### src/hbm_cfg.svh
`ifndef HBM_CFG_SVH
`define HBM_CFG_SVH

////////////////////////////////////////
// engines and channels
////////////////////////////////////////

// read engines, one hbm channel each
`define ENGINE_NUM          4

////////////////////////////////////////
// widths
////////////////////////////////////////

`define DATA_WIDTH          256     // hbm and dma beat
`define BYTES_PER_BEAT      32
`define PARAM_WIDTH         512     // host parameter word
`define HBM_ADDR_WIDTH      33      // 8 GB byte space
`define CHAN_OFFSET_BITS    28      // 256 MB per channel

////////////////////////////////////////
// memory map and bursts
////////////////////////////////////////

// b data lands in one fixed channel
`define B_DATA_CHANNEL      2
`define HBM_B_OFFSET        28'h800_0000    // upper half of that channel
`define BURST_LEN           8               // beats per read burst

`endif

### src/hbm_pkg.sv
`include "hbm_cfg.svh"

package hbm_pkg;

    ////////////////////////////////////////
    // host parameters
    ////////////////////////////////////////

    // first field sits highest in the packed vector
    typedef struct packed {
        logic [63:0] addr_a;            // a matrix base, host side
        logic [63:0] addr_b;            // b vector base, host side
        logic [31:0] number_of_epochs;
        logic [31:0] dimension;
        logic [31:0] number_of_samples;
        logic [31:0] number_of_bits;    // bit planes per epoch
        logic [31:0] array_length;      // byte stride between planes
    } sgd_params_t;

    ////////////////////////////////////////
    // dma side
    ////////////////////////////////////////

    typedef struct packed {
        logic [63:0] address;
        logic [31:0] length;            // bytes
    } dma_cmd_t;

    // one data word, dma data, hbm read data and lanes alike
    typedef logic [`DATA_WIDTH-1:0] hbm_beat_t;

    ////////////////////////////////////////
    // hbm side
    ////////////////////////////////////////

    // single-beat write
    typedef struct packed {
        logic [`HBM_ADDR_WIDTH-1:0] addr;   // byte address
        logic [`DATA_WIDTH-1:0]     data;
    } hbm_wr_t;

    // burst read request
    typedef struct packed {
        logic [`HBM_ADDR_WIDTH-1:0] addr;   // byte address
        logic [7:0]                 len;    // beats minus one, axi style
    } hbm_rd_req_t;

endpackage

### src/sgd_param_regs.sv
`timescale 1ns/100ps
`include "hbm_cfg.svh"

module sgd_param_regs import hbm_pkg::*; (
    input  logic                    hbm_clk,
    input  logic                    hbm_rstn,

    // host parameter strobe
    input  logic                    param_valid,
    input  logic [`PARAM_WIDTH-1:0] param_data,

    // held configuration
    output sgd_params_t             params,
    output logic [31:0]             data_b_length,  // bytes of b data
    output logic                    load_start
);

    ////////////////////////////////////////
    // field capture
    ////////////////////////////////////////

    // word layout from the host driver
    // 191:128 model addr, 223:192 batch, 255:224 step, 415:384 a length,
    // 479:448 channel select, none of them needed here
    always_ff @(posedge hbm_clk) begin
        if (!hbm_rstn) begin
            params        <= '0;
            data_b_length <= 32'd0;
        end else if (param_valid) begin
            params.addr_a            <= param_data[63:0];
            params.addr_b            <= param_data[127:64];
            params.number_of_epochs  <= param_data[287:256];
            params.dimension         <= param_data[319:288];
            params.number_of_samples <= param_data[351:320];
            params.number_of_bits    <= param_data[383:352];
            params.array_length      <= param_data[447:416];
            // one 32-bit label per sample
            data_b_length            <= param_data[351:320] << 2;
        end
    end

    ////////////////////////////////////////
    // start strobe
    ////////////////////////////////////////

    // lines up with the freshly captured fields
    always_ff @(posedge hbm_clk) begin
        if (!hbm_rstn) begin
            load_start <= 1'b0;
        end else begin
            load_start <= param_valid;  // one cycle, follows the host strobe
        end
    end

endmodule

### config.mk
export PLATFORM = sky130hd
export DESIGN_NAME = sgd_param_regs
export DESIGN_NICKNAME = d
export VERILOG_FILES = /design/src/hbm_pkg.sv /design/src/sgd_param_regs.sv
export VERILOG_INCLUDE_DIRS = /design/src /design/src/src
export SDC_FILE = /design/constraint.sdc
export NUM_CORES = 1
export LEC_CHECK = 0
export BUFFER_PORTS_ARGS = -buffer_cell sky130_fd_sc_hd__buf_4
export CORE_AREA = 2 2 324 326
export DETAILED_ROUTE_END_ITERATION = 8
export DIE_AREA = 0 0 326 328
export PLACE_DENSITY = 0.3
export SYNTH_ARGS = -nofsm -noshare
export SYNTH_HDL_FRONTEND = slang
export SYNTH_SLANG_ARGS = --single-unit
### constraint.sdc
create_clock -name hbm_clk -period 1 [get_ports hbm_clk]
set_input_delay 0 -clock hbm_clk [delete_from_list [all_inputs] [get_ports hbm_clk]]
set_output_delay 0 -clock hbm_clk [all_outputs]
set_load 0.01 [all_outputs]
# Word level (Yosys, flattened, before mapping)
# Cells that the tools add are included.
[word_totals]
output_inout_bits = 321
regBits = 319
in_bits = 515
wordCells = 9

# Depth between registers and ports, before layout
[logic_depth]
word_depth = 0
ltp_mapped = 5
depth_no_buf = 2

# Least setup slack after synthesis
# OpenSTA, ideal clock, no wires.
[synth_timing]
path_kind = "input to register"
from = "in param_valid"
to = "reg params[100] in the netlist's numbering"
setup_ns = 0.116
path_slack_ns = 0.189
required_ns = 0.884
cell_stages = 5
t_arrival_ns = 0.695
path_buffers = 3
cell_sequence = "buf_4 buf_6 buf_6 mux2i_1 nor2b_1"
[synth_rtl]
columns = ["element", "line", "text"]
rows = [
  ["start: declaration", "sgd_param_regs.sv:9", "input logic param_valid,"],
  ["end: declaration", "sgd_param_regs.sv:13", "output sgd_params_t params,"],
]

# Worst setup path after layout
[layout_timing]
from = "reg params[174] in the netlist's numbering"
to = "out params[174] in the netlist's numbering"
# No word-level cell between the ends.

==> out/qor.csv <==
stage,metric,value,unit
status,status,"complete, but fails checks",
status,failing checks,negative setup slack,
drt,drt first pass iters,4,
logic_synthesis,count of cell types in the netlist,9,
drt,final antenna-violating net count,0,
logic_synthesis,Avg Inst Size Synth,11.6,um^2
floorplan,IO Pins,836,
power,Peak VDD IR,1020,uV
placed_design,DP HPWL,37800,um
drt,# DRC,0,
placed_design,Area after DPL,0.0174,mm^2
power,PwrDens,1440,mW/mm^2
timing,Max Clock Freq,865,MHz
timing,setup TNS,-7300,ps
logic_synthesis,simple-gate area share of the yosys netlist,0.162,
logic_synthesis,"area leader, netlist",dfxtp_1,
logic_synthesis,Synth async-reset ratio,0,
logic_synthesis,register area share after synthesis,0.518,
grt,All-Layer GR Usage,0.0907,
clocking,number of buffers on the longest clock path,3,
clocking,clk_lat worst skew,570,ps
floorplan,starting density of the core,0.108,
setup_path,data required time at the worst endpoint,1000,ps
layout,# fillers,11200,
power,clock power share,0.438,
power,Int Pwr,25300,uW
setup_path,Arrival @ worst endpoint,1160,ps
timing,period utilization,1.16,
logic_synthesis,XOR/XNOR Fraction of Synth Area,0,
clocking,clk sinks,289,
logic_synthesis,most frequent cell after synthesis,dfxtp_1,
drt,Detailed Route Iter0 Violations,207,
grt,vias in the first global route,11100,
logic_synthesis,Synth Area in Adders,0,
logic_synthesis,Syn Inst Count,963,
logic_synthesis,mux cell area share after synthesis,0.258,
hold_path,worst hold path type,in2reg,
logic_synthesis,Compound-Gate Fraction of Synth Area,0,
floorplan,num rows,118,
logic_synthesis,largest family of logic cells by synthesized area,multiplexers,
grt,met3 usage,0.0429,
timing,Final Hold Viols,0,
grt,pin count of the biggest net entering global routing,47,
drt,Via density,3.06,
drt,final WL,50500,um
layout,Final Cell Area,0.0235,mm^2
timing,Clock Skews,0,ps
placed_design,number of port buffers,609,
power,combinational fraction of design power,0.183,
power,Flop pwr share,0.379,
placed_design,routability congestion estimate,0.747,
logic_synthesis,Synth top cells by count,"289 x dfxtp_1, 288 x mux2i_1, 288 x nor2b_1, 41 x buf_4, 29 x clkbuf_1",
power,Psw,8640,uW
clocking,root buffer cell,clkbuf_16,
grt,Overflow after GRT,0,
timing,RSZ-0062 raised after global routing,yes,
timing,Final Setup Violations,316,
clocking,number of buffers created by CTS,41,
drt,vias post-DR,10100,
logic_synthesis,synthesized flop and latch total,289,
layout,storage element area,0.00621,mm^2
setup_path,Startpoint Class,register,
grt,met1 usage in global routing,0.104,
clocking,H-tree depth,2,
logic_synthesis,Synth top area share,0.518,
layout,Nets,2404,
timing,final worst path period need,1160,ps
power,Sw Ratio,0.255,
flow_run,max-cap violations,0,
logic_synthesis,"EDFF count, synth",0,
logic_synthesis,warnings from Yosys,0,
setup_path,crit-path max FO,2,
setup_path,crit path kind,reg2out,
logic_synthesis,Netlist Area Pre-Place,0.0112,mm^2
clocking,CTS tree,done,
layout,final core utilization,0.228,
logic_synthesis,"Top FF cell, synth",dfxtp_1,
grt,GR Util met2,0.147,
setup_path,critical path capture point type,output port,
floorplan,core area,0.103,mm^2
drt,Routed wire per std cell,15.3,um
clocking,"Reg clk slew, reported paths",60,ps
grt,GR peak layer,met2,
grt,first-pass GRT wire length,72800,um
logic_synthesis,synth top area cells,"dfxtp_1 52%, mux2i_1 26%, nor2b_1 16%",
layout,area of the multi-input gates,0.00470,mm^2
floorplan,die area,0.107,mm^2
timing,Pins Over Slew Limit,0,
placed_design,Place WS,-43.2,ps
layout,share of layout cells above drive strength 1,0.543,
timing,PnR worst setup slack,-156,ps
power,Static Leak,0.0104,uW
layout,Synth-to-Final Area Change,111,%
floorplan,Die Y,328,um
floorplan,chip width,326,um
grt,initial antenna violation count,0,
==> through the flow <==
stage	hold slack (ps)	cells	power [uW]
CTS	139	3285	34900
floorplan	169	964	14900
finish	215	3299	33900
detailed placement	263	2905	17600
global placement	257	2905	17600
global route	183	3298	35800
==> state kept, by name (all words and copies together), names as in the netlist <==
| name | count |
|---|---|
| load_start | 1 |
| params | 288 |
==> routing by layer <==
layer / up-vias / share of wire
met5: - / 0
met1: 4634 / 0.41
li1: 5007 / -
met4: 0 / 0.027
met2: 400 / 0.47
met3: 63 / 0.098
==> final cells by class <==
class | count | share of cell area
timing repair buffer | 978 | 0.405
sequential | 289 | 0.264
multi-input combinational | 579 | 0.200
tap | 1380 | 0.0733
clock buffer | 63 | 0.0544
clock inverter | 9 | 0.00335
antenna | 1 | 0.000106
==> placed cells by master, fill, tap and decap left out, types with 7 or more instances in the layout <==
master / instances
clkbuf_8: 13
nor2b_1: 288
dlygate4sd3_1: 289
mux2i_1: 288
buf_12: 17
clkbuf_16: 45
buf_4: 347
dfxtp_4: 26
clkbuf_1: 7
buf_6: 320
dfxtp_2: 263
==> power by group through the flow <==
stage	clock (uW)	combinational [uW]	sequential [uW]
2_1_floorplan	0	1730	13100
4_1_cts	15700	6260	12900
3_3_place_gp	0	4750	12900
6_report	14900	6210	12900
5_1_grt	16100	6690	13000
3_5_place_dp	0	4740	12900
==> final timing paths <==
kind / from / endpoint / slack [ps] / cells after the start
setup / recovery: params[174] / params[174] / -160 / 2
hold / removal: param_data[424] / params[8] / 210 / 4
hold reg to reg: params[155] / params[155] / 510 / 2
setup reg to reg: params[46] / params[46] / 140 / 4
==> critical path: stages, from the launching register on <==
cell,delay (ps)
dfxtp_2,320
buf_6,120
buf_8,120
==> kinds of logic (layout without fill, tap and decap cells) <==
logic type	count (synthesis)	after routing
other	1	3
muxes	288	288
buffers and inverters	96	1050
DFF	289	289
and+or+nand+nor	289	289
==> repair_timing <==
item                                    4_1_cts  5_1_grt
hold endpoints to repair                    288        0
endpoints found under the setup margin      319      432
hold buffers                                290        0
resized for setup                           626       16
buffers inserted                             18       11
gates cloned                                  0        2
No activity file was read; power rests on OpenSTA's default activity.
