<file path="src/hbm_cfg.svh">
`ifndef HBM_CFG_SVH
`define HBM_CFG_SVH

////////////////////////////////////////
// engines and channels
////////////////////////////////////////

// read engines, one hbm channel each
`define ENGINE_NUM          4

////////////////////////////////////////
// widths
////////////////////////////////////////

`define DATA_WIDTH          256     // hbm and dma beat
`define BYTES_PER_BEAT      32
`define PARAM_WIDTH         512     // host parameter word
`define HBM_ADDR_WIDTH      33      // 8 GB byte space
`define CHAN_OFFSET_BITS    28      // 256 MB per channel

////////////////////////////////////////
// memory map and bursts
////////////////////////////////////////

// b data lands in one fixed channel
`define B_DATA_CHANNEL      2
`define HBM_B_OFFSET        28'h800_0000    // upper half of that channel
`define BURST_LEN           8               // beats per read burst

`endif

</file>
<file path="src/hbm_pkg.sv">
`include "hbm_cfg.svh"

package hbm_pkg;

    ////////////////////////////////////////
    // host parameters
    ////////////////////////////////////////

    // first field sits highest in the packed vector
    typedef struct packed {
        logic [63:0] addr_a;            // a matrix base, host side
        logic [63:0] addr_b;            // b vector base, host side
        logic [31:0] number_of_epochs;
        logic [31:0] dimension;
        logic [31:0] number_of_samples;
        logic [31:0] number_of_bits;    // bit planes per epoch
        logic [31:0] array_length;      // byte stride between planes
    } sgd_params_t;

    ////////////////////////////////////////
    // dma side
    ////////////////////////////////////////

    typedef struct packed {
        logic [63:0] address;
        logic [31:0] length;            // bytes
    } dma_cmd_t;

    // one data word, dma data, hbm read data and lanes alike
    typedef logic [`DATA_WIDTH-1:0] hbm_beat_t;

    ////////////////////////////////////////
    // hbm side
    ////////////////////////////////////////

    // single-beat write
    typedef struct packed {
        logic [`HBM_ADDR_WIDTH-1:0] addr;   // byte address
        logic [`DATA_WIDTH-1:0]     data;
    } hbm_wr_t;

    // burst read request
    typedef struct packed {
        logic [`HBM_ADDR_WIDTH-1:0] addr;   // byte address
        logic [7:0]                 len;    // beats minus one, axi style
    } hbm_rd_req_t;

endpackage

</file>
<file path="src/hbm_b_loader.sv">
`timescale 1ns/100ps
`include "hbm_cfg.svh"

module hbm_b_loader import hbm_pkg::*; (
    input  logic        hbm_clk,
    input  logic        hbm_rstn,

    // from the parameter block
    input  logic        load_start,
    input  logic [63:0] addr_b,
    input  logic [31:0] data_b_length,

    // dma read command and returned data
    output logic        dma_rd_cmd_valid,
    output dma_cmd_t    dma_rd_cmd,
    input  logic        dma_rd_data_valid,
    input  hbm_beat_t   dma_rd_data,

    // hbm writes into the b channel
    output logic        hbm_wr_valid,
    output hbm_wr_t     hbm_wr,
    output logic        write_done
);

    localparam int BEAT_SHIFT = $clog2(`BYTES_PER_BEAT);

    // first byte of the b region
    localparam logic [`HBM_ADDR_WIDTH-1:0] B_BASE =
        (`HBM_ADDR_WIDTH'(`B_DATA_CHANNEL) << `CHAN_OFFSET_BITS)
        + `HBM_ADDR_WIDTH'(`HBM_B_OFFSET);

    typedef enum logic [1:0] {
        IDLE,
        WAIT_DATA,
        DONE
    } state_t;

    state_t      state;
    logic [31:0] beat_total;    // latched at start
    logic [31:0] beat_cnt;      // beats written so far
    logic [31:0] start_beats;
    logic        beat_accept;
    logic        last_beat;

    assign start_beats = data_b_length >> BEAT_SHIFT;     // partial beat dropped
    assign beat_accept = (state == WAIT_DATA) && dma_rd_data_valid;
    assign last_beat   = beat_accept && (beat_cnt == beat_total - 32'd1);

    ////////////////////////////////////////
    // control fsm
    ////////////////////////////////////////

    always_ff @(posedge hbm_clk) begin
        if (!hbm_rstn) begin
            state            <= IDLE;
            dma_rd_cmd_valid <= 1'b0;
            hbm_wr_valid     <= 1'b0;
            write_done       <= 1'b0;
            beat_total       <= 32'd0;
            beat_cnt         <= 32'd0;
        end else begin
            dma_rd_cmd_valid <= 1'b0;
            write_done       <= 1'b0;
            hbm_wr_valid     <= beat_accept;   // one cycle behind the dma beat
            case (state)
                IDLE: begin
                    // new loads only from here
                    if (load_start) begin
                        beat_total <= start_beats;
                        beat_cnt   <= 32'd0;
                        if (start_beats == 32'd0) begin
                            write_done <= 1'b1;       // nothing to fetch
                        end else begin
                            dma_rd_cmd_valid <= 1'b1;
                            state            <= WAIT_DATA;
                        end
                    end
                end
                WAIT_DATA: begin
                    if (beat_accept) begin
                        beat_cnt <= beat_cnt + 32'd1;
                        if (last_beat) begin
                            state <= DONE;          // last write goes out now
                        end
                    end
                end
                DONE: begin
                    write_done <= 1'b1;   // one cycle after the last write
                    state      <= IDLE;
                end
                default: state <= IDLE;
            endcase
        end
    end

    ////////////////////////////////////////
    // command and write payload
    ////////////////////////////////////////

    always_ff @(posedge hbm_clk) begin
        if (load_start && (state == IDLE)) begin
            dma_rd_cmd.address <= addr_b;
            dma_rd_cmd.length  <= data_b_length;
        end
        if (beat_accept) begin
            hbm_wr.addr <= B_BASE + (`HBM_ADDR_WIDTH'(beat_cnt) << BEAT_SHIFT);
            hbm_wr.data <= dma_rd_data;     // passes unchanged
        end
    end

endmodule

</file>
<file path="config.mk">
export PLATFORM = sky130hd
export DESIGN_NAME = hbm_b_loader
export DESIGN_NICKNAME = d
export VERILOG_FILES = /design/src/hbm_pkg.sv /design/src/hbm_b_loader.sv
export VERILOG_INCLUDE_DIRS = /design/src /design/src/src
export SDC_FILE = /design/constraint.sdc
export NUM_CORES = 1
export LEC_CHECK = 0
export BUFFER_PORTS_ARGS = -buffer_cell sky130_fd_sc_hd__buf_2
export CORE_AREA = 3 3 285 287
export CTS_BUF_LIST = sky130_fd_sc_hd__clkbuf_8
export CTS_CLUSTER_DIAMETER = 40
export CTS_CLUSTER_SIZE = 10
export DETAILED_ROUTE_END_ITERATION = 7
export DIE_AREA = 0 0 288 290
export PLACE_DENSITY = 0.39
export SLEW_MARGIN = 20
export SYNTH_ARGS = -nofsm -noshare
export SYNTH_HDL_FRONTEND = slang
export SYNTH_SLANG_ARGS = --single-unit
</file>
<file path="constraint.sdc">
create_clock -name hbm_clk -period 11.8 [get_ports hbm_clk]
set_input_delay 0.59 -clock hbm_clk [delete_from_list [all_inputs] [get_ports hbm_clk]]
set_output_delay 0.59 -clock hbm_clk [all_outputs]
set_load 0.02 [all_outputs]
</file>
[Yosys cells after proc, flatten, opt, wreduce, memory -nomap -nowiden]
Cells that the tools add are included.
Word-level totals
  bits in registers: 449
  latch bits: 0
  memory bits (writable): 0
  bits in read-only memories: 0
  input port bits: 356
  word-level logic and storage cells: 42
  memories: 0
Operators by class
  $add $sub $neg: 3
  multiply operators: 0
  divide/modulo/power cells: 0
  order comparisons: 0
  equal/unequal tests: 7
  shifts and indexed selects: 0
  muxes and demuxes: 12
  bitwise logic cells: 0
  reductions and logical operators: 10
Operators with widths (number)
  32-bit 2-to-1 mux: 2
  32-bit one-hot mux with 2 select lines: 1
  30-bit by 33-bit adder with 33-bit output, first input constant: 1
  32-bit by 1-bit adder with 32-bit output, second input constant: 1
  32-bit == test: 1
  32-bit logical NOT: 1
  27-bit by 1-bit subtractor with 28-bit output, second input constant: 1
  2-bit 2-to-1 mux: 4
  2-bit != test, second input constant: 4
  3-bit AND reduction: 2
  2-bit one-hot mux with 2 select lines: 1
  4-bit AND reduction: 1
  1-bit logical AND: 3
  1-bit 2-to-1 mux: 3
  2-bit by 1-bit == test with 1-bit output, second input constant: 1
  2-bit == test, second input constant: 1
  2-bit logical NOT: 1
  1-bit one-hot mux with 2 select lines: 1
  2-bit AND reduction: 1
  2-bit nonzero test: 1

[Longest topological paths before layout]
  depth after elaboration: 6
  gate-level depth with buffers: 11
  mapped depth without buffers: 10

[Least setup slack after synthesis]
OpenSTA, ideal clock, no wires.
  path type: reg-to-reg
  start point: register state[0]
  end point: register state[0]
  library setup time: 0.116 ns
  data arrival time: 8.699 ns
  data required time: 11.684 ns
  slack: 2.985 ns
  cell stages (with the launch flop): 9
  buffers on the path: 0
  period minus slack after synthesis: 8.815 ns
  path through: dfxtp_1 -> nor2b_1 -> and2_1 -> nand3_1 -> nor3_1 -> nand4_1 -> or4_1 -> nand4bb_1 -> a31o_1
On the way
  longest elaborated chain between the ends: 5
RTL lines
  from (decl): RTL line hbm_b_loader.sv:38  | state_t state;
  from (signal assigned): RTL line hbm_b_loader.sv:55  | state <= IDLE;
  from (signal assigned): RTL line hbm_b_loader.sv:75  | state <= WAIT_DATA;
  from (signal assigned): RTL line hbm_b_loader.sv:83  | state <= DONE;
  2-bit by 1-bit == test with 1-bit output (*): RTL line hbm_b_loader.sv:46  | assign beat_accept = (state == WAIT_DATA) && dma_rd_data_valid;
  1-bit logical AND (*): RTL line hbm_b_loader.sv:46
  named net beat_accept: RTL line hbm_b_loader.sv:42  | logic beat_accept;
  1-bit logical AND: RTL line hbm_b_loader.sv:47  | assign last_beat = beat_accept && (beat_cnt == beat_total - 32'd1);
  2-bit != test (no line)
  4-bit AND reduction (no line) (*)
The timed path passes the listed nets; every way through them passes the cells marked *.
A chain may end at the register's enable or synchronous reset.

[Final worst setup path]
  start point: register beat_total[2]
  end point: register state[0]
On the way
  longest elaborated chain between the ends: 5
RTL lines
  from (decl): RTL line hbm_b_loader.sv:39  | logic [31:0] beat_total;
  from (signal assigned): RTL line hbm_b_loader.sv:69  | beat_total <= start_beats;
  27-bit by 1-bit subtractor with 28-bit output: RTL line hbm_b_loader.sv:47
  32-bit == test: RTL line hbm_b_loader.sv:47
  1-bit logical AND: RTL line hbm_b_loader.sv:47
  2-bit != test (no line)
  4-bit AND reduction (no line)
Every way passes these cells.

==> metrics.txt <==
# TYPE chip_impl_metric gauge
chip_impl_metric{name="detailroute.via_count",unit=""} 10481
chip_impl_metric{name="synth_edf_count",unit=""} 380
chip_impl_metric{name="antenna_found_initial",unit=""} 16
chip_impl_metric{name="grt_max_degree",unit=""} 178
chip_impl_metric{name="gr-total-overflow",unit=""} 0
chip_impl_metric{name="detail_route.wl_per_cell",unit="um"} 19.56
chip_impl_metric{name="post_route_cells_drive_above_1_share",unit="%"} 51.44
chip_impl_metric{name="detail-route-antenna-nets",unit=""} 0
chip_impl_metric{name="groute.usage.overall",unit="%"} 12.41
chip_impl_metric{name="netlist-cell-type-count",unit=""} 52
chip_impl_metric{name="ff2ff_setup_slack",unit="ns"} 8.61
chip_impl_info{name="cp-start-kind",value="flip-flop"} 1
chip_impl_metric{name="gp_routability_congestion",unit=""} 0.7846
chip_impl_metric{name="pre_cts_slack",unit="ns"} 8.525
chip_impl_info{name="cts_tree",value="done"} 1
chip_impl_metric{name="grt_pass1_wl",unit="um"} 75490
chip_impl_metric{name="ys_seq_elements",unit=""} 444
chip_impl_metric{name="die_height",unit="um"} 290
chip_impl_metric{name="worst_skew_pair_later_pin_latency",unit="ns"} 0.66
chip_impl_metric{name="worstPathRequired",unit="ns"} 12.35
chip_impl_info{name="rsz_0062_raised_after_global_routing",value="no"} 1
chip_impl_metric{name="total_count_of_max_transition_violations_in_the_final_report",unit=""} 0
chip_impl_metric{name="achievable_frequency",unit="GHz"} 0.3135
chip_impl_metric{name="dr.pass1.iters",unit=""} 5
chip_impl_metric{name="syn_to_final_growth",unit="%"} 45.22
chip_impl_metric{name="cp_max_fo",unit=""} 8
chip_impl_metric{name="clock_skew",unit="ns"} 0.04986
chip_impl_metric{name="die-area",unit="sq um"} 83520
chip_impl_info{name="startpoint",value="beat_total[2]$_SDFFE_PN0P_"} 1
chip_impl_metric{name="worst_slew_margin_rel",unit="%"} 28.86
chip_impl_metric{name="worst_slew_pin_slew",unit="ns"} 1.067
chip_impl_info{name="outcome",value="finished, final reports clean"} 1
chip_impl_metric{name="cap_violations",unit=""} 0
chip_impl_info{name="reg2reg_from",value="beat_total[2]$_SDFFE_PN0P_"} 1
chip_impl_info{name="critical_path.endpoint",value="state[0]$_SDFFE_PN0P_"} 1
chip_impl_metric{name="clk_pin_slew",unit="ns"} 0.06
chip_impl_metric{name="min_tclk_post_route",unit="ns"} 3.190
chip_impl_metric{name="floorplan.core_area",unit="sq um"} 78870
chip_impl_metric{name="final.period_utilization",unit="%"} 27.03
chip_impl_metric{name="floorplan.initialDensity",unit="%"} 19.27
chip_impl_metric{name="die_outline_width",unit="um"} 288
chip_impl_info{name="synth_top_cells_by_area",value="edfxtp_1, dfxtp_1, xnor2_1"} 1
chip_impl_metric{name="avgViaCountPerCell",unit=""} 3.757
chip_impl_metric{name="worstRegToRegCells",unit=""} 8
chip_impl_metric{name="num_io_pins",unit=""} 744
chip_impl_metric{name="setup_slack",unit="ns"} 8.610
chip_impl_metric{name="post_synth.cell_area_avg",unit="sq um"} 17.57
chip_impl_metric{name="synth_top_area_share",unit="%"} 75.09
chip_impl_metric{name="instances_no_fill",unit=""} 2790
chip_impl_metric{name="drt_first_iter_violations",unit=""} 427
chip_impl_info{name="timing.hold.worst.class",value="input pin to flip-flop"} 1
chip_impl_metric{name="grt_pass1_vias",unit=""} 10832
chip_impl_metric{name="port-buffer-count",unit=""} 738
chip_impl_info{name="timing.setup.critical_path_class",value="flip-flop to flip-flop"} 1
chip_impl_metric{name="synth_warnings",unit=""} 0
chip_impl_metric{name="drt_wl_total",unit="um"} 54590
chip_impl_metric{name="synth.cell_area",unit="sq um"} 15200
chip_impl_info{name="clk_root_buffer_cell",value="clkbuf_8"} 1
chip_impl_metric{name="dpl.cell_count",unit=""} 2629
chip_impl_metric{name="asyncSetResetFlopFracSynth",unit="%"} 0
chip_impl_metric{name="htree_levels",unit=""} 3
chip_impl_metric{name="drcViolationCount",unit=""} 0
chip_impl_metric{name="setup_total_negative_slack",unit="ns"} 0
chip_impl_metric{name="placementRows",unit=""} 103
chip_impl_info{name="dominantRegCellSynth",value="edfxtp_1"} 1
chip_impl_metric{name="max-vdd-ir-drop",unit="uV"} 98.97
chip_impl_metric{name="cts_buffers",unit=""} 86
chip_impl_metric{name="finalSetupViolations",unit=""} 0
chip_impl_metric{name="ys_seq_area_share",unit="%"} 83.52
chip_impl_info{name="rr_endpoint",value="state[0]$_SDFFE_PN0P_"} 1
chip_impl_metric{name="numClockSinks",unit=""} 444
chip_impl_metric{name="net_count_final",unit=""} 2028
chip_impl_metric{name="netlist_instances",unit=""} 865
chip_impl_metric{name="power_per_cell_area",unit="nW/um^2"} 175.7
chip_impl_info{name="yosysTopAreaCell",value="edfxtp_1"} 1
chip_impl_info{name="critical_path.endpoint_type",value="flip-flop"} 1
chip_impl_metric{name="report.final.hold_viol_count",unit=""} 0
chip_impl_metric{name="dp_hpwl",unit="um"} 42580
chip_impl_metric{name="p_leak",unit="nW"} 8.690
chip_impl_metric{name="cp.arrival",unit="ns"} 3.74
chip_impl_metric{name="clock_path_buffers",unit=""} 3
layout make-up:
| type | instances | area, sq um |
|---|---|---|
| fill | 8227 | 56800 |
| sequential | 444 | 12690 |
| timing repair buffer | 744 | 3760 |
| multi-input combinational | 383 | 2332 |
| tap | 1050 | 1314 |
| clock buffer | 93 | 1280 |
| clock inverter | 62 | 640.6 |
| inverter | 10 | 40.04 |
| antenna | 4 | 10.01 |
where the power goes:
part	internal (mW)	total (mW)	switching (mW)
Sequential	1.80	1.83	0.0268
Clock	0.972	1.70	0.729
Combinational	0.120	0.352	0.232
Total	2.89	3.88	0.988
cell families after synthesis:
kind of cell,Yosys count,share of synthesized area (%)
xor gates and xnor gates,60,3.458
muxes,6,0.4034
other,1,0.02468
adders and majority gates,3,0.2470
DFF,444,83.52
and+or+nand+nor,235,7.772
AOI/OAI and AO/OA,74,3.310
buffers and inverters,42,1.268
what timing repair did:
item	4_1_cts	5_1_grt
hold buffers	2	0
gates resized for setup	0	0
setup endpoints to repair	0	0
setup buffers	0	0
hold endpoints to repair	2	0
critical path: stages, from the launching register on:
cell and delay, ns:
dfxtp_1 0.39, or4_4 0.63, nor4_4 0.34, nand3_1 0.20
nor4_1 0.53, a21oi_1 0.15, a2111oi_4 0.34, nand4bb_1 0.24
a31o_1 0.27
registers in the layout (all words and copies together), names as in the netlist:
register and count:
beat_cnt 32, hbm_wr 284, beat_total 27, state 2
dma_rd_cmd 96, dma_rd_cmd_valid 1, write_done 1, hbm_wr_valid 1
layer usage:
metal,routed length [um],GRT usage [%]
met5,107,0
met1,18020,12.00
met3,5595,5.318
met4,2424,5.301
met2,28440,22.78
layout by cell type, fill, tap and decap left out, types with 7 or more instances in the layout:
| cell type | instances |
|---|---|
| a21boi_0 | 29 |
| a21oi_1 | 15 |
| and3_1 | 7 |
| buf_2 | 738 |
| bufinv_16 | 10 |
| clkbuf_8 | 93 |
| clkinv_1 | 8 |
| clkinv_2 | 8 |
| clkinv_4 | 11 |
| dfxtp_1 | 64 |
| edfxtp_1 | 380 |
| inv_1 | 18 |
| inv_6 | 7 |
| nand2_1 | 79 |
| nand3_1 | 24 |
| nand4_1 | 8 |
| nor2_1 | 47 |
| nor3_1 | 13 |
| nor4_1 | 16 |
| o21ai_0 | 15 |
| or3_1 | 9 |
| xnor2_1 | 38 |
| xor2_1 | 22 |
cells in the mapped netlist (7+ instances only):
library cell,instances
nand4_1,8
a21oi_1,15
and3_1,7
nor3_1,13
nor2_1,47
o21ai_0,15
or3_1,9
edfxtp_1,380
a21boi_0,29
dfxtp_1,64
nor4_1,16
xnor2_1,38
nand2_1,80
nand3_1,24
xor2_1,22
inv_1,10
clkbuf_1,22
worst min path at each step:
stage                                    start  slack, ns                         end  depth (start not counted)
floorplan             beat_cnt[8]$_SDFFE_PN0P_       0.41       hbm_wr[269]$_DFFE_PP_                          0
finish                        dma_rd_data[144]        0.1       hbm_wr[144]$_DFFE_PP_                          1
CTS                           dma_rd_data[183]    0.00005       hbm_wr[183]$_DFFE_PP_                          1
global placement         state[0]$_SDFFE_PN0P_       0.48       write_done$_SDFF_PN0_                          1
global route                   dma_rd_data[53]      0.008        hbm_wr[53]$_DFFE_PP_                          1
detailed placement  beat_total[1]$_SDFFE_PN0P_       0.49  beat_total[1]$_SDFFE_PN0P_                          2
through the flow:
step / util [%] / total power, mW / hold WS (ns) / cell area, sq um
floorplan: - / 2.064 / 0.4064 / 15210
global placement: 25.50 / 2.217 / 0.4823 / 20110
detailed placement: 25.50 / 2.219 / 0.4873 / 20110
CTS: 27.96 / 3.963 / 0.00005473 / 22050
global route: 27.97 / 4.054 / 0.007801 / 22060
finish: 27.98 / 3.878 / 0.09561 / 22070
No activity file was read; power rests on OpenSTA's default activity.
