**config.mk**
```make
export PLATFORM = sky130hd
export DESIGN_NAME = hbm_read_engine
export DESIGN_NICKNAME = d
export VERILOG_FILES = /design/src/hbm_pkg.sv /design/src/hbm_read_engine.sv
export VERILOG_INCLUDE_DIRS = /design/src /design/src/src
export SDC_FILE = /design/constraint.sdc
export NUM_CORES = 1
export LEC_CHECK = 0
export ABC_AREA = 1
export BUFFER_PORTS_ARGS = -buffer_cell sky130_fd_sc_hd__buf_2
export CELL_PAD_IN_SITES_DETAIL_PLACEMENT = 1
export CELL_PAD_IN_SITES_GLOBAL_PLACEMENT = 1
export CORE_ASPECT_RATIO = 0.9
export CORE_MARGIN = 1
export CORE_UTILIZATION = 36
export DETAILED_ROUTE_END_ITERATION = 6
export PLACE_DENSITY = 0.85
export SYNTH_ARGS = -nofsm -noshare
export SYNTH_HDL_FRONTEND = slang
export SYNTH_SLANG_ARGS = --single-unit
```
**constraint.sdc**
```tcl
create_clock -name hbm_clk -period 2.61 [get_ports hbm_clk]
set_clock_uncertainty 0.05 [all_clocks]
set_input_delay 0.783 -clock hbm_clk [delete_from_list [all_inputs] [get_ports hbm_clk]]
set_output_delay 0.783 -clock hbm_clk [all_outputs]
set_load 0.01 [all_outputs]
```
**src/hbm_cfg.svh**
```systemverilog
`ifndef HBM_CFG_SVH
`define HBM_CFG_SVH

////////////////////////////////////////
// engines and channels
////////////////////////////////////////

// read engines, one hbm channel each
`define ENGINE_NUM          4

////////////////////////////////////////
// widths
////////////////////////////////////////

`define DATA_WIDTH          256     // hbm and dma beat
`define BYTES_PER_BEAT      32
`define PARAM_WIDTH         512     // host parameter word
`define HBM_ADDR_WIDTH      33      // 8 GB byte space
`define CHAN_OFFSET_BITS    28      // 256 MB per channel

////////////////////////////////////////
// memory map and bursts
////////////////////////////////////////

// b data lands in one fixed channel
`define B_DATA_CHANNEL      2
`define HBM_B_OFFSET        28'h800_0000    // upper half of that channel
`define BURST_LEN           8               // beats per read burst

`endif

```
**src/hbm_pkg.sv**
```systemverilog
`include "hbm_cfg.svh"

package hbm_pkg;

    ////////////////////////////////////////
    // host parameters
    ////////////////////////////////////////

    // first field sits highest in the packed vector
    typedef struct packed {
        logic [63:0] addr_a;            // a matrix base, host side
        logic [63:0] addr_b;            // b vector base, host side
        logic [31:0] number_of_epochs;
        logic [31:0] dimension;
        logic [31:0] number_of_samples;
        logic [31:0] number_of_bits;    // bit planes per epoch
        logic [31:0] array_length;      // byte stride between planes
    } sgd_params_t;

    ////////////////////////////////////////
    // dma side
    ////////////////////////////////////////

    typedef struct packed {
        logic [63:0] address;
        logic [31:0] length;            // bytes
    } dma_cmd_t;

    // one data word, dma data, hbm read data and lanes alike
    typedef logic [`DATA_WIDTH-1:0] hbm_beat_t;

    ////////////////////////////////////////
    // hbm side
    ////////////////////////////////////////

    // single-beat write
    typedef struct packed {
        logic [`HBM_ADDR_WIDTH-1:0] addr;   // byte address
        logic [`DATA_WIDTH-1:0]     data;
    } hbm_wr_t;

    // burst read request
    typedef struct packed {
        logic [`HBM_ADDR_WIDTH-1:0] addr;   // byte address
        logic [7:0]                 len;    // beats minus one, axi style
    } hbm_rd_req_t;

endpackage

```
**src/hbm_read_engine.sv**
```systemverilog
`timescale 1ns/100ps
`include "hbm_cfg.svh"

module hbm_read_engine import hbm_pkg::*; #(
    parameter int ENGINE_ID = 0     // also the hbm channel
) (
    input  logic        hbm_clk,
    input  logic        hbm_rstn,

    input  logic        start,      // b data is in place
    input  logic [31:0] number_of_epochs,
    input  logic [31:0] number_of_bits,
    input  logic [31:0] array_length,

    // burst read requests, one per cycle
    output logic        rd_req_valid,
    output hbm_rd_req_t rd_req
);

    // channel base address
    localparam logic [`HBM_ADDR_WIDTH-1:0] CHAN_BASE =
        `HBM_ADDR_WIDTH'(ENGINE_ID) << `CHAN_OFFSET_BITS;

    logic                       running;
    logic [31:0]                epoch_cnt;
    logic [31:0]                bit_cnt;    // bit plane within the epoch
    logic [`HBM_ADDR_WIDTH-1:0] addr_off;   // bit_cnt times stride
    logic                       bit_wrap;
    logic                       epoch_wrap;

    assign bit_wrap   = (bit_cnt == number_of_bits - 32'd1);
    assign epoch_wrap = (epoch_cnt == number_of_epochs - 32'd1);

    ////////////////////////////////////////
    // epoch and bit-plane walk
    ////////////////////////////////////////

    always_ff @(posedge hbm_clk) begin
        if (!hbm_rstn) begin
            running   <= 1'b0;
            epoch_cnt <= 32'd0;
            bit_cnt   <= 32'd0;
            addr_off  <= '0;
        end else if (!running) begin
            // empty sweep never starts
            if (start && (number_of_epochs != 32'd0) && (number_of_bits != 32'd0)) begin
                running <= 1'b1;
            end
            epoch_cnt <= 32'd0;
            bit_cnt   <= 32'd0;
            addr_off  <= '0;
        end else if (bit_wrap) begin
            // back to plane 0, next epoch
            bit_cnt   <= 32'd0;
            addr_off  <= '0;
            epoch_cnt <= epoch_cnt + 32'd1;
            if (epoch_wrap) begin
                running <= 1'b0;    // that was the final request
            end
        end else begin
            bit_cnt  <= bit_cnt + 32'd1;
            addr_off <= addr_off + `HBM_ADDR_WIDTH'(array_length);
        end
    end

    ////////////////////////////////////////
    // request out
    ////////////////////////////////////////

    assign rd_req_valid = running;                  // no gaps while running
    assign rd_req.addr  = CHAN_BASE + addr_off;
    assign rd_req.len   = 8'(`BURST_LEN - 1);        // fixed burst

endmodule

```
Yosys cells after proc, flatten, opt, wreduce, memory -nomap -nowiden
Index checks and enable logic that the tools add are counted.

storage, ports and cells
  register bits after elaboration = 98
  bits in latches = 0
  memory bits (writable) = 0
  ROM bits = 0
  input bits = 99
  output and inout bits = 42
  memories kept = 0

cells by class
  add/subtract/negate cells = 5
  multipliers = 0
  divide/modulo/power cells = 0
  $lt $le $gt $ge = 0
  equality and inequality tests = 2
  shifts and indexed selects = 0
  mux-type cells = 4
  bitwise logic cells = 2
  reduce and logical (&&, ||, !) cells = 6

operators with widths
  cell                                                                   count
  32-bit by 1-bit adder with 32-bit output (second input constant)       2
  32-bit equality test                                                   2
  32-bit nonzero test                                                    2
  32-bit by 1-bit subtractor with 32-bit output (second input constant)  2
  33-bit by 32-bit adder with 33-bit output                              1
  1-bit 2-to-1 mux                                                       4
  3-bit OR reduction                                                     1
  1-bit logical AND                                                      2
  1-bit inverter                                                         2
  2-bit AND reduction                                                    1

Logic depth before layout (Yosys ltp)
Gate-level depths: netlist of run 1.

  word-level depth = 5
  depth in mapped cells = 16
  gate-level depth less buffers = 16

Worst setup path after synthesis of run 1
OpenSTA, ideal clock, no wires.

  kind = input to register
  start point = input number_of_bits[0]
  end point = register bit_cnt[11]
  setup time = 0.122 ns
  data arrival time = 2.513 ns
  slack = -0.075 ns
  stages on the path = 14
  path through = inv_1 -> ha_1 -> nand3_1 -> nor2_4 -> nand2_1 -> xor2_1 -> inv_1 -> nor2_1 -> nand2_1 -> nor2_2 -> nand3_4 -> nand2_4 -> buf_6 -> nor3_1

on the way
  longest elaborated chain between the ends = 3

RTL lines
  what                                           line                   source
  from (decl)                                    hbm_read_engine.sv:12  input logic [31:0] number_of_bits,
  32-bit by 1-bit subtractor with 32-bit output  hbm_read_engine.sv:31  assign bit_wrap = (bit_cnt == number_of_bits - 32'd1);
  32-bit equality test                           hbm_read_engine.sv:31
  3-bit OR reduction (no source line)            -
  to (signal assigned)                           hbm_read_engine.sv:61  bit_cnt <= bit_cnt + 32'd1;
  to (decl)                                      hbm_read_engine.sv:26  logic [31:0] bit_cnt;

No other way between the ends.
A chain may end at the register's enable or synchronous reset.

Worst setup path in the final report of run 1
  start point = input number_of_bits[16]
  end point = register epoch_cnt[11]

on the way
  longest elaborated chain between the ends = 2

RTL lines
  what                                           line                   source
  32-bit by 1-bit subtractor with 32-bit output  hbm_read_engine.sv:31
  32-bit equality test                           hbm_read_engine.sv:31
  to (signal assigned)                           hbm_read_engine.sv:56  epoch_cnt <= epoch_cnt + 32'd1;
  to (decl)                                      hbm_read_engine.sv:25  logic [31:0] epoch_cnt;

No other way between the ends.

==> results of run 1 <==
[metrics by stage]
step	setup WS [ns]	hold slack [ns]	total power (W)	cells
detailed placement	-0.430	0.458	0.00266	2199
finish	-0.291	0.461	0.00413	2229
CTS	0.00839	0.469	0.00404	2218
floorplan	-0.00370	0.379	0.00216	1575
global route	-0.434	0.478	0.00430	2229
global placement	-0.317	0.395	0.00261	2199
[path summary, 6_finish.rpt]
kind	from	endpoint	slack [ns]	cells past startpoint
max	number_of_bits[16]	epoch_cnt[11]	-0.29	14
max reg2reg	bit_cnt[4]	bit_cnt[17]	0.15	12
min reg2reg	epoch_cnt[31]	epoch_cnt[31]	0.46	2
min	epoch_cnt[31]	epoch_cnt[31]	0.46	2
[cells by family (layout without fill, tap and decap cells)]
kind of cell,count (synthesis),in the layout,synth area share (%)
xor gates and xnor gates,108,108,10.1
and+or+nand+nor,934,935,43.9
buffers and inverters,214,525,9.61
other,2,8,0.0806
DFF,98,98,21.0
adders and majority gates,37,37,5.05
AOI/OAI and AO/OA,176,176,10.2
[where the power goes]
part	leakage (nW)	switching (W)	total, W	internal, W
Sequential	0.793	0.0000284	0.00156	0.00153
Combinational	4.61	0.000689	0.00117	0.000481
Clock	0.141	0.000688	0.00140	0.000715
[state kept, by name, indices dropped and copies added (netlist names)]
name / count
bit_cnt: 32
rd_req_valid: 1
epoch_cnt: 32
addr_off: 33
[worst max-delay path: cells and delay by family]
family | cells | cell delay, ns
AO/OA/AOI/OAI | 1 | 0.22
XOR/XNOR | 1 | 0.23
buffers and inverters | 4 | 0.58
AND/OR/NAND/NOR | 8 | 1.28
[final cells by class]
| type | instances | area (um^2) | area share (%) |
|---|---|---|---|
| clock buffers | 11 | 253 | 2.02 |
| multi-input cells | 1264 | 6790 | 54.4 |
| repair buffers | 331 | 2330 | 18.7 |
| flip-flops and latches | 98 | 1960 | 15.7 |
| inverters | 178 | 673 | 5.39 |
| clock inverters | 5 | 43.8 | 0.351 |
| well taps | 342 | 428 | 3.43 |
[what timing repair did]
item	4_1_cts	5_1_grt
cloned	1	4
pin swaps	1	11
gates resized for setup	3	98
buffers inserted	2	7
setup endpoints to repair	65	98
[layout by cell type, fill, tap and decap left out, drive strengths merged]
cell type and n:
o21ai 43, and2 1, clkbuf 15, nor2 268
clkinvlp 2, o221ai 2, or2 16, a2111oi 1
xnor2 30, a21oi 106, fa 1, a31oi 2
buf 327, a211oi 1, nand3 88, nand3b 11
conb 8, ha 36, and3 2, nor3 48
inv 181, a21boi 3, nor3b 1, o21a 6
a21o 4, nand4 72, nand2 416, o211ai 1
nor4 12, o21bai 7, xor2 78, dfxtp 98
[per-layer routing]
layer | share of wire, % | GRT usage (%)
met1 | 40 | 37.4
met2 | 47 | 49.5
met3 | 8.2 | 3.86
met4 | 4.6 | 6.93
met5 | 0 | 0
==> metrics.txt, run 1 <==
wire per inst 20.1 um; most frequent cell after synthesis nand2_1; Clock Latency Late Sink 0.36 ns; grt total ovfl 0; Setup CP Type input port to register; antenna cells 0; layout overhead on the synthesized area 33.9%; Synth Register Bits 98; number of global-route vias before repair 12222; MaxCap Viol Count 0; clk slew on worst S/H paths 0.08 ns; row count 55; root buffer cell clkbuf_16; nets@finish 2018; die area 26500 um^2; first drt pass iteration count 6; Final Max Tran Viols 0; RePlAce Congestion 0.960; Worst path slowest cell nor2_2; residual DRC count 0; Mapped Cells 1569; largest net degree at the start of global routing 32; RSZ-0062 raised after global routing true; Die Y 155 um; Initial Util 36.9%; status complete, but fails checks; Syn Std Cell Area 9320 um^2; CP Max Fanout 16; final design utilization 49.4%; Worst Path Required 2.83 ns; I/O Buffers 132; worst rel slew slack 51.8%; I/O pin count 141; leading register cell type out of synthesis dfxtp_1; register area share after synthesis 21.0%; first-pass GRT wire length 60.8 mm; final setup fails 98; drt total wl 44.8 mm; HPWL Detailed 31.5 mm; most frequent cells after synthesis 412 x nand2_1, 252 x nor2_1, 178 x inv_1; Via density 5.71; layout cells sized above 1 23.8%; fin crit share 111%; CTS Buf Count 9; Iter 0 DRT Violations 1170; CP dominant cell by count nand2_1; CORE AREA 25300 um^2; GRT Resource Usage Total 28.7%; Die W 172 um; fin area 12500 um^2; FMAX 345 MHz; Power Density 331 nW/um^2; worst hold path class register to register; CTS tree yes; ys async rst share 0%; synth warn 0; crit path capture type register; Static Leakage 5.54 nW; failing checks setup timing; Mapped Avg Cell Area 5.94 um^2; setup TNS -21.62 ns; Filler cells 3448; worst stage delay on the critical path 0.25 ns; vias 12721; Worst EP arrival 3.12 ns; Max H-tree Level 3; number of distinct library cells after synthesis 42; fin worst setup slack -0.291 ns; post-detailed-route count of antenna-violating nets 0; Post-synth EDFFs 0; Startpoint Class input port; peak supply drop 0.282 mV; Max Buffers Root-to-Sink 2; final worst path period need 2.90 ns; Sink Count 98; Synth top area share 21.0%; Hold Vio Cnt, Final 0; crit-path cells buf_2, nor2_1, nand2_1, nor2_2, nand2_1, xor2_1, inv_1, nor2_1, nand2_1, nor2_4, buf_4, buf_8, nand4_1, a21oi_1; initial antenna violation count 0; Tightest Pin Transition 0.717 ns; placed inst area 11700 um^2; cell taking the most area after synthesis dfxtp_1; largest cells by area after synthesis dfxtp_1 21%, nand2_1 17%, nor2_1 10%; hold-fix buffers at CTS 0
Note: power is estimated with default switching activity, not from simulation.
==> inputs of run 2 (changes only) <==
--- a/config.mk
+++ b/config.mk
@@ -12,9 +12,9 @@
 export CELL_PAD_IN_SITES_GLOBAL_PLACEMENT = 1
 export CORE_ASPECT_RATIO = 0.9
 export CORE_MARGIN = 1
-export CORE_UTILIZATION = 36
+export CORE_UTILIZATION = 43
 export DETAILED_ROUTE_END_ITERATION = 6
-export PLACE_DENSITY = 0.85
+export PLACE_DENSITY = 0.95
 export SYNTH_ARGS = -nofsm -noshare
 export SYNTH_HDL_FRONTEND = slang
 export SYNTH_SLANG_ARGS = --single-unit
==> constraint.sdc (replaced) <==
create_clock -name hbm_clk -period 3.7 [get_ports hbm_clk]
set_clock_uncertainty 0.05 [all_clocks]
set_input_delay 1.11 -clock hbm_clk [delete_from_list [all_inputs] [get_ports hbm_clk]]
set_output_delay 1.11 -clock hbm_clk [all_outputs]
set_load 0.01 [all_outputs]
==> run 2 against run 1 <==
The run now ends clean. Via count fell by 13%. Critical path depth rose by 1. Non-clock buffer count fell by 184. Critical endpoint is now addr_off[28].
==> metrics.txt, run 2 (synthesized netlist as in run 1, its figures left out) <==
first-pass GRT wire length 55.8 mm (was 60.8 mm); worst stage delay on the critical path 0.29 ns (was 0.25 ns); Die W 157 um (was 172 um); fin crit share 88.4%; WHS 0.428 ns (was 0.461 ns); Power Density 261 nW/um^2 (was 331 nW/um^2); PostCTS Resize Cnt 0 (was 3); setup TNS 0 ns (was -21.62 ns); FMAX 306 MHz; root buffer cell clkbuf_16 (unchanged); layout cells sized above 1 11.9% (was 23.8%); Worst path slowest cell nor2_4 (was nor2_2); Final Max Tran Viols 0 (unchanged); MaxCap Viol Count 0 (unchanged); peak supply drop 0.240 mV (was 0.282 mV); nets@finish 1833 (was 2018); die area 22300 um^2 (was 26500 um^2); commonest non-fill, non-tap cell in the layout nand2_1 (unchanged); vias 11110 (was 12721); largest net degree at the start of global routing 40 (was 32); Via density 5.59 (was 5.71); first drt pass iteration count 5 (was 6); I/O pin count 141 (unchanged); status finished clean (was complete, but fails checks); CTS tree yes (unchanged); pre-CTS WS 0.0869 ns (was -0.430 ns); layout overhead on the synthesized area 13.5% (was 33.9%); final worst path period need 3.27 ns; Post-CTS Setup Inserts 0 (was 2); RePlAce Congestion 0.949 (was 0.960); Max H-tree Level 3 (unchanged); CTS Buf Count 9 (unchanged); Largest regs addr_off (33), bit_cnt (32), epoch_cnt (32) (unchanged); commonest cells after routing, fill and taps aside 412 x nand2_1, 252 x nor2_1, 178 x inv_1 (was 396 x nand2_1, 229 x nor2_1, 184 x buf_4); Global Route met1 Usage 41.7% (was 37.4%); GRT Resource Usage Total 31.3% (was 28.7%); Worst EP arrival 3.46 ns (was 3.12 ns); clk slew on worst S/H paths 0.08 ns (about the same); Tightest Pin Transition 0.814 ns (was 0.717 ns); final design utilization 50.4% (was 49.4%); grt total ovfl 0 (unchanged); Sink Count 98 (unchanged); Die Y 142 um (was 155 um); Initial Util 44.3% (was 36.9%); post-detailed-route count of antenna-violating nets 0 (unchanged); max reg flops 33 (unchanged); residual DRC count 0 (unchanged); worst rel slew slack 45.2% (was 51.8%); Most flops, register addr_off (unchanged); Iter 0 DRT Violations 667 (was 1170); Max Buffers Root-to-Sink 2 (unchanged); RSZ-0062 raised after global routing false (was true); I/O Buffers 132 (unchanged); Static Leakage 4.56 nW (was 5.54 nW); hold-fix buffers at CTS 0 (unchanged); CP Max Fanout 39 (was 16); crit path capture type register (unchanged); number of global-route vias before repair 11303 (was 12222); met3 usage 5.07% (was 3.86%); fin area 10600 um^2 (was 12500 um^2); wire per inst 17.2 um (was 20.1 um); Clock Latency Late Sink 0.36 ns (about the same); HPWL Detailed 27.4 mm (was 31.5 mm); Setup CP Type input port to register (unchanged); worst hold path class register to register (unchanged); CORE AREA 21000 um^2 (was 25300 um^2); fin worst setup slack 0.429 ns (was -0.291 ns); final setup fails 0 (was 98); Hold Vio Cnt, Final 0 (unchanged); placed inst area 10300 um^2 (was 11700 um^2); drt total wl 34.3 mm (was 44.8 mm); Worst Path Required 3.89 ns (was 2.83 ns); busiest grt layer met2 (unchanged); row count 50 (was 55); Startpoint Class input port (unchanged); crit-path cells buf_2, inv_1, ha_1, nand2_1, nor2_4, nand3_1, o21ai_1, nand2_1, nor2_1, nand3_1, nor2_4, nand3_4, nand2_4, buf_12, nor2_1 (was buf_2, nor2_1, nand2_1, nor2_2, nand2_1, xor2_1, inv_1, nor2_1, nand2_1, nor2_4, buf_4, buf_8, nand4_1, a21oi_1); initial antenna violation count 0 (unchanged); met2 usage 52.1% (was 49.5%)
==> run 2: cell count changes in the layout (fill, tap and decap cells not counted), sizes merged <==
| cell | before | now |
|---|---|---|
| buf | 327 | 147 |
| bufinv | 0 | 1 |
| clkbuf | 15 | 9 |
| clkinv | 0 | 2 |
| clkinvlp | 2 | 0 |
| diode | 0 | 1 |
| inv | 181 | 182 |
| nor2 | 268 | 267 |
==> run 2: metal layers <==
| layer | up-vias | wire length (um) |
|---|---|---|
| met2 | 365 | 15700 |
| met3 | 71 | 1970 |
| met1 | 5337 | 15900 |
| met5 | - | 0 |
| met4 | 0 | 672 |
| li1 | 5337 | - |
==> run 2: final timing paths <==
| kind | slack [ns] | from | to | depth (start not counted) |
|---|---|---|---|---|
| max | 0.43 | number_of_bits[0] | addr_off[28] | 15 |
| min | 0.43 | bit_cnt[0] | bit_cnt[0] | 1 |
| max reg2reg | 0.92 | bit_cnt[0] | bit_cnt[24] | 13 |
| min reg2reg | 0.43 | bit_cnt[0] | bit_cnt[0] | 1 |
==> run 2: layout make-up <==
class,instances,area [um^2]
Sequential cell,98,1960
Tap cell,286,358
Antenna cell,1,2.50
Clock inverter,7,83.8
Multi-Input combinational cell,1263,6490
Inverter,178,668
Clock buffer,9,225
Fill cell,3038,10400
Timing Repair Buffer,147,798
==> run 2: through the flow <==
stage	cells	total power (W)
5_1_grt	1988	0.00288
6_report	1989	0.00276
4_1_cts	1988	0.00276
2_1_floorplan	1575	0.00152
3_5_place_dp	1972	0.00174
3_3_place_gp	1972	0.00171
==> run 2: worst max-delay path: cells and delay by family <==
| kind | cells | cell delay (ns) |
|---|---|---|
| buf+inv | 3 | 0.44 |
| compound gates | 1 | 0.17 |
| fa+ha+maj | 1 | 0.22 |
| simple gates | 10 | 1.48 |
==> run 2: where the power goes <==
group          internal [W]  switching, W
Clock              0.000540      0.000483
Combinational      0.000228      0.000411
Sequential          0.00108     0.0000184
Total               0.00185      0.000912
==> inputs of run 3 (changes only) <==
==> constraint.sdc (replaced) <==
create_clock -name hbm_clk -period 4.1 [get_ports hbm_clk]
set_clock_uncertainty 0.05 [all_clocks]
set_input_delay 1.23 -clock hbm_clk [delete_from_list [all_inputs] [get_ports hbm_clk]]
set_output_delay 1.23 -clock hbm_clk [all_outputs]
set_load 0.01 [all_outputs]
==> run 3 against run 2 <==
Setup slack improved by 0.21 ns. Worst hold slack lost 0.0020 ns. Core utilization shrank 0.21 points. Sequential share of layout area up 0.079 points. Clock power fell by 12%. Flip-flop and latch count did not move. Count of clock-buffer cells in the layout did not move. Critical path depth unchanged.
==> metrics.txt, run 3 (synthesized netlist as in run 1, its figures left out) <==
Largest regs addr_off (33), bit_cnt (32), epoch_cnt (32) (unchanged); CTS tree yes (unchanged); Startpoint Class input port (unchanged); max layer used met5 (was met4); MaxCap Viol Count 0 (unchanged); WL met3 2.36 mm (was 1.97 mm); nets@finish 1829 (was 1833); hold-fix buffers at CTS 0 (unchanged); largest net degree at the start of global routing 33 (was 40); drt total wl 34.2 mm (was 34.3 mm); antenna cells 0 (was 1); Power Density 233 nW/um^2 (was 261 nW/um^2); first drt pass iteration count 5 (unchanged); row count 50 (unchanged); layout cells sized above 1 11.7% (was 11.9%); Sink Count 98 (unchanged); first-pass GRT wire length 55.6 mm (was 55.8 mm); PostCTS Resize Cnt 0 (unchanged); post-detailed-route count of antenna-violating nets 0 (unchanged); Met1 Routed Length 15.6 mm (was 15.9 mm); GRT Resource Usage Total 31.3% (about the same); FMAX 289 MHz; CORE AREA 21000 um^2 (unchanged); I/O Buffers 132 (unchanged); Max H-tree Level 3 (unchanged); Hold Vio Cnt, Final 0 (unchanged); worst hold path class register to register (unchanged); Die W 157 um (unchanged); root buffer cell clkbuf_16 (unchanged); Tightest Pin Transition 0.683 ns (was 0.814 ns); commonest cells after routing, fill and taps aside 412 x nand2_1, 252 x nor2_1, 178 x inv_1 (unchanged); Worst EP arrival 3.64 ns (was 3.46 ns); CTS Buf Count 9 (unchanged); Max Buffers Root-to-Sink 2 (unchanged); DR WL met2 15.6 mm (was 15.7 mm); worst rel slew slack 54.1% (was 45.2%); setup TNS 0 ns (unchanged); CP Max Fanout 25 (was 39); grt total ovfl 0 (unchanged); peak supply drop 0.241 mV (was 0.240 mV); Die Y 142 um (unchanged); final setup fails 0 (unchanged); status finished clean (unchanged); max reg flops 33 (unchanged); clk slew on worst S/H paths 0.07 ns (was 0.08 ns); placed instance count 1968 (was 1972); Worst Path Required 4.28 ns (was 3.89 ns); wire per inst 17.2 um (about the same); I/O pin count 141 (unchanged); Via density 5.51 (was 5.59); commonest non-fill, non-tap cell in the layout nand2_1 (unchanged); Most flops, register addr_off (unchanged); RSZ-0062 raised after global routing false (unchanged); crit path capture type register (unchanged); HPWL Detailed 27.9 mm (was 27.4 mm); number of global-route vias before repair 11172 (was 11303); final worst path period need 3.47 ns; vias 10940 (was 11110); Static Leakage 4.53 nW (was 4.56 nW); Initial Util 44.3% (unchanged); Final Instance Count excl. Fillers 1984 (was 1989); layout overhead on the synthesized area 13.1% (was 13.5%); residual DRC count 0 (unchanged); Setup CP Type input port to register (unchanged); Clock Latency Late Sink 0.35 ns (was 0.36 ns); Post-CTS Setup Inserts 0 (unchanged); Final Max Tran Viols 0 (unchanged); Iter 0 DRT Violations 657 (was 667); fin crit share 84.5%; initial antenna violation count 2 (was 0); RePlAce Congestion 0.941 (was 0.949); die area 22300 um^2 (unchanged)
==> run 3: changes by cell type in the layout (fill, tap and decap cells not counted) <==
cell	before	now
buf_12	2	1
buf_4	13	10
clkinv_4	1	2
diode_2	1	0
inv_6	2	1
==> run 3: metal layers <==
layer	track usage [%]	vias to the layer above
met5	0	-
met4	7.00	4
met3	5.65	51
met2	52.1	375
met1	41.9	5187
li1	-	5323
==> run 3: layout make-up <==
class / count / area (um^2)
fillers: 3075 / 10500
well taps: 286 / 358
multi-input cells: 1263 / 6490
flip-flops and latches: 98 / 1960
clock inverters: 7 / 83.8
clock buffers: 9 / 225
repair buffers: 143 / 756
inverters: 178 / 668
==> run 3: worst max-delay path: stages <==
cell	delay [ns]
buf_2	0.10
inv_1	0.13
ha_1	0.30
nand2_1	0.16
nor2_4	0.16
nand3_1	0.14
o21ai_1	0.16
nand2_1	0.07
nor2_1	0.14
nand3_1	0.14
nor2_4	0.16
nand3_4	0.09
nand2_4	0.29
buf_4	0.27
a21oi_1	0.08
==> run 3: worst paths after layout <==
check                         start           to  slack, ns  depth (start not counted)
hold reg to reg          bit_cnt[0]   bit_cnt[0]       0.43                          1
setup reg to reg         bit_cnt[1]  bit_cnt[24]       1.36                         13
hold / removal           bit_cnt[0]   bit_cnt[0]       0.43                          1
setup / recovery  number_of_bits[0]   bit_cnt[6]       0.63                         15
==> run 3: stage by stage <==
step	total power (W)	instance area, um^2	hold slack, ns	worst slack [ns]	util (%)
final	0.00246	10500	0.426	0.634	50.1
after global routing	0.00257	10500	0.464	0.451	50.1
after CTS	0.00246	10500	0.426	0.663	50.1
after detailed placement	0.00157	10200	0.411	0.329	48.7
after global placement	0.00154	10200	0.401	0.467	48.7
after floorplan	0.00137	9340	0.379	0.968	-
==> run 3: report_power, final <==
group | total [W] | switching, W | internal (W)
Clock | 0.000898 | 0.000413 | 0.000486
Combinational | 0.000568 | 0.000367 | 0.000201
Sequential | 0.000990 | 0.0000170 | 0.000973
